[config.mk]
export PLATFORM = sky130hd
export DESIGN_NAME = decoding_graph
export DESIGN_NICKNAME = d
export VERILOG_FILES = /design/src/hw/decoder_pkg.sv /design/src/hw/neighbor_link.sv /design/src/hw/processing_unit.sv /design/src/hw/decoding_graph.sv
export SDC_FILE = /design/constraint.sdc
export NUM_CORES = 1
export LEC_CHECK = 0
export BUFFER_PORTS_ARGS = -buffer_cell sky130_fd_sc_hd__buf_2
export CAP_MARGIN = 25
export CORE_MARGIN = 2
export CORE_UTILIZATION = 35
export CTS_CLUSTER_DIAMETER = 200
export CTS_CLUSTER_SIZE = 30
export DETAILED_ROUTE_END_ITERATION = 8
export PLACE_DENSITY = 0.5
export SETUP_SLACK_MARGIN = 0.4
export SYNTH_ARGS = -nofsm -noshare
export SYNTH_HDL_FRONTEND = slang
export SYNTH_SLANG_ARGS = --single-unit
[constraint.sdc]
create_clock -name clk -period 8.65 [get_ports clk]
set_input_delay 0.4325 -clock clk [delete_from_list [all_inputs] [get_ports clk]]
set_output_delay 0.4325 -clock clk [all_outputs]
set_load 0.02 [all_outputs]
[src/hw/decoder_pkg.sv]
`default_nettype none

// Shared types of the union-find decoding graph

package decoder_pkg;

    // Global stage, broadcast to every unit and link
    typedef enum logic [1:0] {
        STAGE_IDLE  = 2'd0, // Everything holds
        STAGE_LOAD  = 2'd1, // Shift one measurement round in
        STAGE_GROW  = 2'd2, // Links grow toward occupied ends
        STAGE_MERGE = 2'd3  // Roots settle to the cluster minimum
    } stage_e;

    // Slot index of a neighbour inside the per-unit vectors
    typedef enum logic [2:0] {
        DIR_NORTH = 3'd0, // x - 1
        DIR_SOUTH = 3'd1, // x + 1
        DIR_WEST  = 3'd2, // z - 1
        DIR_EAST  = 3'd3, // z + 1
        DIR_DOWN  = 3'd4, // Previous round
        DIR_UP    = 3'd5  // Next round
    } neighbor_dir_e;

    localparam int NEIGHBOR_COUNT = 32'd6;

endpackage

`default_nettype wire

[src/hw/neighbor_link.sv]
`timescale 1ns/100ps
`default_nettype none

// One weighted edge of the graph. The counter grows by one step per
// occupied endpoint and stops at MAX_WEIGHT.

module neighbor_link #(
    parameter int MAX_WEIGHT = 2
) (
    input  wire                     clk,
    input  wire                     reset,
    input  wire decoder_pkg::stage_e stage_i,
    input  wire                     a_occupied_i,
    input  wire                     b_occupied_i,
    output logic                    fully_grown_o
);

    localparam int COUNT_WIDTH = (MAX_WEIGHT > 1) ? $clog2(MAX_WEIGHT + 1) : 1;
    localparam logic [COUNT_WIDTH-1:0] FULL_COUNT = COUNT_WIDTH'(MAX_WEIGHT);

    logic [COUNT_WIDTH-1:0] count_q;
    logic [1:0]             increase;
    logic [COUNT_WIDTH:0]   count_sum; // One spare bit so the sum cannot wrap
    logic [COUNT_WIDTH-1:0] count_next;

    // Zero, one or two steps per cycle
    assign increase = {1'b0, a_occupied_i} + {1'b0, b_occupied_i};

    assign count_sum = {1'b0, count_q} + (COUNT_WIDTH + 1)'(increase);

    always_comb begin
        if (count_sum >= {1'b0, FULL_COUNT}) begin
            count_next = FULL_COUNT; // Saturate at the edge weight
        end else begin
            count_next = count_sum[COUNT_WIDTH-1:0];
        end
    end

    always_ff @(posedge clk) begin
        if (reset) begin
            count_q <= '0;
        end else begin
            case (stage_i)
                decoder_pkg::STAGE_LOAD: begin
                    count_q <= '0; // New syndrome starts from bare edges
                end
                decoder_pkg::STAGE_GROW: begin
                    count_q <= count_next;
                end
                default: begin
                    count_q <= count_q;
                end
            endcase
        end
    end

    assign fully_grown_o = (count_q == FULL_COUNT);

endmodule

`default_nettype wire

[src/hw/processing_unit.sv]
`timescale 1ns/100ps
`default_nettype none

// One vertex of the decoding graph. Holds the defect bit of its position
// and the root address of the cluster it currently belongs to.

module processing_unit #(
    parameter int ADDRESS_WIDTH = 5,
    parameter int ADDRESS       = 0
) (
    input  wire                                                 clk,
    input  wire                                                 reset,
    input  wire decoder_pkg::stage_e                            stage_i,
    input  wire                                                 measurement_i,
    input  wire [decoder_pkg::NEIGHBOR_COUNT-1:0]               neighbor_fully_grown_i,
    input  wire [decoder_pkg::NEIGHBOR_COUNT*ADDRESS_WIDTH-1:0] neighbor_roots_i,
    output logic                                                defect_o,
    output logic                                                occupied_o,
    output logic [ADDRESS_WIDTH-1:0]                            root_o,
    output logic                                                busy_o
);

    localparam logic [ADDRESS_WIDTH-1:0] OWN_ADDRESS = ADDRESS_WIDTH'(ADDRESS);

    logic                     defect_q;
    logic [ADDRESS_WIDTH-1:0] root_q;
    logic                     busy_q;

    logic [ADDRESS_WIDTH-1:0] neighbor_root [decoder_pkg::NEIGHBOR_COUNT];
    logic [ADDRESS_WIDTH-1:0] merged_root;
    logic                     root_changed;

    genvar d;

    // Split the flat root bus into one address per direction slot
    generate
        for (d = 0; d < decoder_pkg::NEIGHBOR_COUNT; d = d + 1) begin : g_slot
            assign neighbor_root[d] = neighbor_roots_i[d*ADDRESS_WIDTH +: ADDRESS_WIDTH];
        end
    endgenerate

    // Smallest root reachable over a fully grown edge, own root included
    always_comb begin
        merged_root = root_q;
        for (int i = 0; i < decoder_pkg::NEIGHBOR_COUNT; i++) begin
            if (neighbor_fully_grown_i[i] && (neighbor_root[i] < merged_root)) begin
                merged_root = neighbor_root[i];
            end
        end
    end

    assign root_changed = (merged_root != root_q);

    // Syndrome bit, shifted down one round per load cycle
    always_ff @(posedge clk) begin
        if (reset) begin
            defect_q <= 1'b0;
        end else if (stage_i == decoder_pkg::STAGE_LOAD) begin
            defect_q <= measurement_i;
        end
    end

    always_ff @(posedge clk) begin
        if (reset) begin
            root_q <= OWN_ADDRESS;
        end else begin
            case (stage_i)
                decoder_pkg::STAGE_LOAD: begin
                    root_q <= OWN_ADDRESS; // Every unit starts as its own cluster
                end
                decoder_pkg::STAGE_MERGE: begin
                    root_q <= merged_root;
                end
                default: begin
                    root_q <= root_q;
                end
            endcase
        end
    end

    // Busy follows a root change by one cycle
    always_ff @(posedge clk) begin
        if (reset) begin
            busy_q <= 1'b0;
        end else begin
            case (stage_i)
                decoder_pkg::STAGE_MERGE: begin
                    busy_q <= root_changed;
                end
                decoder_pkg::STAGE_IDLE: begin
                    busy_q <= busy_q;
                end
                default: begin
                    busy_q <= 1'b0; // Load and grow never move a root
                end
            endcase
        end
    end

    // A fully grown edge pulls this unit into the cluster
    assign occupied_o = defect_q | (|neighbor_fully_grown_i);

    assign defect_o = defect_q;
    assign root_o   = root_q;
    assign busy_o   = busy_q;

endmodule

`default_nettype wire

[src/hw/decoding_graph.sv]
`timescale 1ns/100ps
`default_nettype none

// Top of the union-find decoding graph: a GRID_WIDTH_X by GRID_WIDTH_Z
// plane of units per round, GRID_WIDTH_U rounds deep, with one link
// between every pair of adjacent units

module decoding_graph #(
    parameter int GRID_WIDTH_X = 4,
    parameter int GRID_WIDTH_Z = 1,
    parameter int GRID_WIDTH_U = 5,
    parameter int MAX_WEIGHT   = 2,

    localparam int PU_COUNT_PER_ROUND = GRID_WIDTH_X * GRID_WIDTH_Z,
    localparam int PU_COUNT           = PU_COUNT_PER_ROUND * GRID_WIDTH_U,
    localparam int ADDRESS_WIDTH      = (PU_COUNT > 1) ? $clog2(PU_COUNT) : 1
) (
    input  wire                                 clk,
    input  wire                                 reset,
    input  wire [PU_COUNT_PER_ROUND-1:0]        measurements_i,
    input  wire decoder_pkg::stage_e            global_stage_i,
    output logic [ADDRESS_WIDTH*PU_COUNT-1:0]   roots_o,
    output logic [PU_COUNT-1:0]                 busy_o,
    output logic [PU_COUNT-1:0]                 defects_o
);

    localparam int NEIGHBORS = decoder_pkg::NEIGHBOR_COUNT;

    // Bit offsets of each direction slot in a unit's root bus
    localparam int NORTH_LSB = int'(decoder_pkg::DIR_NORTH) * ADDRESS_WIDTH;
    localparam int SOUTH_LSB = int'(decoder_pkg::DIR_SOUTH) * ADDRESS_WIDTH;
    localparam int WEST_LSB  = int'(decoder_pkg::DIR_WEST) * ADDRESS_WIDTH;
    localparam int EAST_LSB  = int'(decoder_pkg::DIR_EAST) * ADDRESS_WIDTH;
    localparam int DOWN_LSB  = int'(decoder_pkg::DIR_DOWN) * ADDRESS_WIDTH;
    localparam int UP_LSB    = int'(decoder_pkg::DIR_UP) * ADDRESS_WIDTH;

    decoder_pkg::stage_e           stage_q;
    logic [PU_COUNT_PER_ROUND-1:0] measurements_q;

    // Per-unit nets, indexed by unit address
    wire                           unit_defect         [PU_COUNT];
    wire                           unit_occupied       [PU_COUNT];
    wire [ADDRESS_WIDTH-1:0]       unit_root           [PU_COUNT];
    wire [NEIGHBORS-1:0]           unit_fully_grown    [PU_COUNT];
    wire [NEIGHBORS*ADDRESS_WIDTH-1:0] unit_neighbor_roots [PU_COUNT];

    genvar k;
    genvar x;
    genvar z;

    // Stage and measurements are registered together
    always_ff @(posedge clk) begin
        if (reset) begin
            stage_q <= decoder_pkg::STAGE_IDLE;
        end else begin
            stage_q <= global_stage_i;
        end
    end

    always_ff @(posedge clk) begin
        measurements_q <= measurements_i;
    end

    generate
        for (k = 0; k < GRID_WIDTH_U; k = k + 1) begin : g_round
            for (x = 0; x < GRID_WIDTH_X; x = x + 1) begin : g_row
                for (z = 0; z < GRID_WIDTH_Z; z = z + 1) begin : g_col
                    localparam int IDX = k * PU_COUNT_PER_ROUND + x * GRID_WIDTH_Z + z;

                    wire local_measurement;

                    // Top round reads the input, lower rounds read the round above
                    if (k == GRID_WIDTH_U - 1) begin : g_top_round
                        assign local_measurement = measurements_q[x*GRID_WIDTH_Z + z];
                    end else begin : g_inner_round
                        assign local_measurement = unit_defect[IDX + PU_COUNT_PER_ROUND];
                    end

                    processing_unit #(
                        .ADDRESS_WIDTH (ADDRESS_WIDTH),
                        .ADDRESS       (IDX)
                    ) pu (
                        .clk                    (clk),
                        .reset                  (reset),
                        .stage_i                (stage_q),
                        .measurement_i          (local_measurement),
                        .neighbor_fully_grown_i (unit_fully_grown[IDX]),
                        .neighbor_roots_i       (unit_neighbor_roots[IDX]),
                        .defect_o               (unit_defect[IDX]),
                        .occupied_o             (unit_occupied[IDX]),
                        .root_o                 (unit_root[IDX]),
                        .busy_o                 (busy_o[IDX])
                    );

                    assign roots_o[IDX*ADDRESS_WIDTH +: ADDRESS_WIDTH] = unit_root[IDX];
                    assign defects_o[IDX] = unit_defect[IDX];

                    // North/south link to x + 1
                    if (x < GRID_WIDTH_X - 1) begin : g_ns_link
                        localparam int PEER = IDX + GRID_WIDTH_Z;
                        wire fully_grown;

                        neighbor_link #(
                            .MAX_WEIGHT (MAX_WEIGHT)
                        ) link (
                            .clk           (clk),
                            .reset         (reset),
                            .stage_i       (stage_q),
                            .a_occupied_i  (unit_occupied[IDX]),
                            .b_occupied_i  (unit_occupied[PEER]),
                            .fully_grown_o (fully_grown)
                        );

                        assign unit_fully_grown[IDX][decoder_pkg::DIR_SOUTH]  = fully_grown;
                        assign unit_fully_grown[PEER][decoder_pkg::DIR_NORTH] = fully_grown;
                        assign unit_neighbor_roots[IDX][SOUTH_LSB +: ADDRESS_WIDTH]  = unit_root[PEER];
                        assign unit_neighbor_roots[PEER][NORTH_LSB +: ADDRESS_WIDTH] = unit_root[IDX];
                    end else begin : g_no_south
                        assign unit_fully_grown[IDX][decoder_pkg::DIR_SOUTH] = 1'b0;
                        assign unit_neighbor_roots[IDX][SOUTH_LSB +: ADDRESS_WIDTH] = unit_root[IDX];
                    end

                    if (x == 0) begin : g_no_north
                        assign unit_fully_grown[IDX][decoder_pkg::DIR_NORTH] = 1'b0;
                        assign unit_neighbor_roots[IDX][NORTH_LSB +: ADDRESS_WIDTH] = unit_root[IDX];
                    end

                    // East/west link to z + 1
                    if (z < GRID_WIDTH_Z - 1) begin : g_ew_link
                        localparam int PEER = IDX + 1;
                        wire fully_grown;

                        neighbor_link #(
                            .MAX_WEIGHT (MAX_WEIGHT)
                        ) link (
                            .clk           (clk),
                            .reset         (reset),
                            .stage_i       (stage_q),
                            .a_occupied_i  (unit_occupied[IDX]),
                            .b_occupied_i  (unit_occupied[PEER]),
                            .fully_grown_o (fully_grown)
                        );

                        assign unit_fully_grown[IDX][decoder_pkg::DIR_EAST]  = fully_grown;
                        assign unit_fully_grown[PEER][decoder_pkg::DIR_WEST] = fully_grown;
                        assign unit_neighbor_roots[IDX][EAST_LSB +: ADDRESS_WIDTH]  = unit_root[PEER];
                        assign unit_neighbor_roots[PEER][WEST_LSB +: ADDRESS_WIDTH] = unit_root[IDX];
                    end else begin : g_no_east
                        assign unit_fully_grown[IDX][decoder_pkg::DIR_EAST] = 1'b0;
                        assign unit_neighbor_roots[IDX][EAST_LSB +: ADDRESS_WIDTH] = unit_root[IDX];
                    end

                    if (z == 0) begin : g_no_west
                        assign unit_fully_grown[IDX][decoder_pkg::DIR_WEST] = 1'b0;
                        assign unit_neighbor_roots[IDX][WEST_LSB +: ADDRESS_WIDTH] = unit_root[IDX];
                    end

                    // Up/down link to the next round
                    if (k < GRID_WIDTH_U - 1) begin : g_ud_link
                        localparam int PEER = IDX + PU_COUNT_PER_ROUND;
                        wire fully_grown;

                        neighbor_link #(
                            .MAX_WEIGHT (MAX_WEIGHT)
                        ) link (
                            .clk           (clk),
                            .reset         (reset),
                            .stage_i       (stage_q),
                            .a_occupied_i  (unit_occupied[IDX]),
                            .b_occupied_i  (unit_occupied[PEER]),
                            .fully_grown_o (fully_grown)
                        );

                        assign unit_fully_grown[IDX][decoder_pkg::DIR_UP]    = fully_grown;
                        assign unit_fully_grown[PEER][decoder_pkg::DIR_DOWN] = fully_grown;
                        assign unit_neighbor_roots[IDX][UP_LSB +: ADDRESS_WIDTH]    = unit_root[PEER];
                        assign unit_neighbor_roots[PEER][DOWN_LSB +: ADDRESS_WIDTH] = unit_root[IDX];
                    end else begin : g_no_up
                        assign unit_fully_grown[IDX][decoder_pkg::DIR_UP] = 1'b0;
                        assign unit_neighbor_roots[IDX][UP_LSB +: ADDRESS_WIDTH] = unit_root[IDX];
                    end

                    if (k == 0) begin : g_no_down
                        assign unit_fully_grown[IDX][decoder_pkg::DIR_DOWN] = 1'b0;
                        assign unit_neighbor_roots[IDX][DOWN_LSB +: ADDRESS_WIDTH] = unit_root[IDX];
                    end
                end
            end
        end
    endgenerate

endmodule

`default_nettype wire

==> flow_summary.yaml <==
sta:
  worst-slew-pin-transition_ps: 1057
  maxSlewHeadroom: 0.2954
  grt_setup_unrepaired: "no"
  final_min_period_over_clock_period: 0.8820
  final-setup-viol-count: 0
  fin_worst_skew_ps: 44.53
  period_minus_slack_ps: 7630
  final-hold-violation-count: 0
  tns_ps: 0
  fmax_ghz: 0.1311
  final_max_slew_viol_count: 0
power:
  cellPowerDensity_nw_per_um2: 75.56
  report.power.total_mw: 1.689
  power.static_leakage_nw: 10.02
  power.ir.vdd_worst_mv: 0.1017
grt:
  first_global_vias: 18630
  total_routing_usage_reported_by_global_routing: 0.2380
  grt_pass1_wl_um: 113400
  pin_count_of_the_biggest_net_entering_global_routing: 94
  gr-total-overflow: 0
  grt_antenna_before_repair: 2
synth:
  ys_dominant_reg_cell: "dfxtp_1"
  ys_async_sr_fraction: 0
  synth.most_common_cell: "ha_1"
  post-synth-top-area-cell: "dfxtp_1"
  synthDominantCellAreaShare: 0.2005
  synth.cell_area_um2: 20770
  synth-seq-area-share: 0.2005
  ys.warnings.count: 0
  post_synth_main_area_contributors: "dfxtp_1 20%, ha_1 16%, mux2i_1 7.4%, a21oi_1 5.8%, inv_1 4.6%"
  post_syn_instances: 2571
  ys_top_cells_by_count: "270 x ha_1, 253 x inv_1, 239 x a21oi_1"
  syn_avg_cell_area_um2: 8.078
  synth.lib_cells_used.distinct: 94
  net_count_of_the_mapped_netlist: 2880
  synth_edf_count: 0
  ys_ff_latch: 208
setup_path:
  critical_path_cell_count: 32
  crit_family: "compound AO/OA/AOI/OAI gates"
  worst_path_most_repeated_cell: "ha_1"
  critPathKind: "flip-flop to flip-flop"
  r2r_cells: 32
  crit_path_max_fanout: 9
  crit_buf_inv: 3
  start_kind: "flip-flop"
  critical_path_s_slowest_cell: "dfxtp_1"
  endpoint_kind: "flip-flop"
  worst_path_required_time_ps: 9040
  arrival_ps: 8020
  cp_max_stage_delay_ps: 560
routing:
  via_per_inst: 5.619
  drt_first_iter_violations: 1382
  drc_markers: 0
  dr.pass1.iters: 6
  route.vias.total: 19010
  ant_nets: 0
  post_drt_wl_per_cell_um: 22.03
  totalWireLength_um: 74500
floorplanning:
  die-width_um: 247.6
  floorplan.initialDensity: 0.3532
  die_height_um: 247.6
  die_area_um2: 61300
  core_region_area_um2: 58800
  std_cell_rows: 89
  ioPinCount: 148
hold_path:
  min_path_cells: 2
  min_path_type: "input pin to flip-flop"
clocking:
  post-cts-setup-buffers: 0
  cts.reportedPaths.clkPinSlew_ps: 140
  number_of_buffers_inserted_during_clock_tree_synthesis: 10
  tritoncts: "done"
  clock_tree.root_cell: "clkbuf_16"
  cts_htree_levels: 1
  clock_latency_ps: 540
  numClockSinks: 208
  cts_max_path_buffers: 3
finish:
  layout.nets: 2918
  drive_gt1_frac: 0.1395
  finish.utilization: 0.3803
  area_delta_synth_final_pct: 7.657
  antenna_cells_inserted: 0
place:
  place.port_buffers: 147
  routabilityCongestion: 0.9045
  detailed_place_hpwl_um: 54800
flow_run:
  cap_viol_max_count: 0
run_status:
  result_of_the_run: "finished, final reports clean"
sequential cells by signal, indices dropped and copies added, names as in the netlist:
register                                    count
g_round.g_row.g_col.g_ns_link.link.count_q     30
g_round.g_row.g_col.pu.root_o                 100
g_round.g_row.g_col.pu.busy_o                  20
stage_q                                         2
g_round.g_row.g_col.g_ud_link.link.count_q     32
measurements_q                                  4
g_round.g_row.g_col.pu.defect_o                20
layout make-up:
cell class	count	area [um2]
inverter	255	957.2
multi-input combinational	1942	14900
clock buffer	11	264.0
fill	6099	36440
tap	773	967.2
timing repair buffer	192	1094
sequential	208	4164
clock inverter	1	16.27
logic make-up after synthesis:
kind of cell,synth area share
simple gates,0.1549
compound gates,0.2172
buf+inv,0.08410
fa+ha+maj,0.1956
mux,0.1086
flops,0.2005
xor+xnor,0.03916
cell usage in the layout (no fill, tap or decap), types with 10 or more instances in the layout:
cell type and instances:
o21a_1 18, clkbuf_16 10, ha_1 266, a31oi_1 17
fa_1 31, nand3_1 27, and3_1 25, o21ai_0 66
o22ai_1 14, or2_2 43, a21o_1 61, inv_1 252
mux2i_1 154, buf_2 146, o31ai_1 12, xnor2_1 77
o2111ai_1 10, nor3_1 92, nor2b_1 17, a32oi_1 15
nor2_1 222, a211oi_1 30, o21ai_1 11, dfxtp_1 208
nand2b_1 47, nand4_1 33, xor2_1 14, nand2_1 117
o21ba_2 21, o211ai_1 40, buf_4 40, a21oi_1 239
a211o_1 20, mux2_2 58
worst reg2reg max path: cells and delay by family, from the launching register on:
kind,cells,cell delay (ps)
XOR/XNOR,1,140
AND/OR/NAND/NOR,9,1960
adder cells (fa/ha/maj),5,1530
buffers and inverters,3,320
multiplexers,2,740
AO/OA/AOI/OAI,12,2250
flip-flops,1,560
repair_timing:
| item | 4_1_cts | 5_1_grt |
|---|---|---|
| gates resized for setup | 0 | 1 |
| setup endpoints to repair | 0 | 1 |
| hold endpoints to repair | 4 | 0 |
| hold buffers | 4 | 0 |
through the flow:
stage | setup WS [ps] | instances | hold WS, ps | area [um2]
3_5_place_dp | 1095 | 3365 | 427.7 | 22020
5_1_grt | 578.4 | 3382 | 107.9 | 22360
3_3_place_gp | 1320 | 3364 | 422.9 | 22010
6_report | 1020 | 3382 | 120.1 | 22360
2_1_floorplan | 1673 | 2571 | 416.8 | 20770
4_1_cts | 1066 | 3381 | 90.07 | 22340
worst paths after layout:
check,from,endpoint,slack [ps]
max,g_round[1].g_row[0].g_col[0].pu.root_o[1],g_round[1].g_row[1].g_col[0].pu.busy_o,1020
min,global_stage_i[1],stage_q[1],120
max reg2reg,g_round[1].g_row[0].g_col[0].pu.root_o[1],g_round[1].g_row[1].g_col[0].pu.busy_o,1020
min reg2reg,g_round[2].g_row[3].g_col[0].pu.busy_o,g_round[2].g_row[3].g_col[0].pu.busy_o,440
per-layer routing:
layer / part of all wire / global-route usage / up-vias
met5: 0 / 0 / -
met1: 0.45 / 0.3168 / 9144
met2: 0.46 / 0.3982 / 558
met4: 0.035 / 0.07908 / 0
li1: - / - / 9161
met3: 0.052 / 0.02822 / 142
report_power, final:
part	internal [mW]	switching (mW)	leakage (nW)
Sequential	0.962	0.00751	1.68
Combinational	0.0313	0.0950	8.20
Clock	0.225	0.369	0.137
Power figures use the tool's default switching activity.
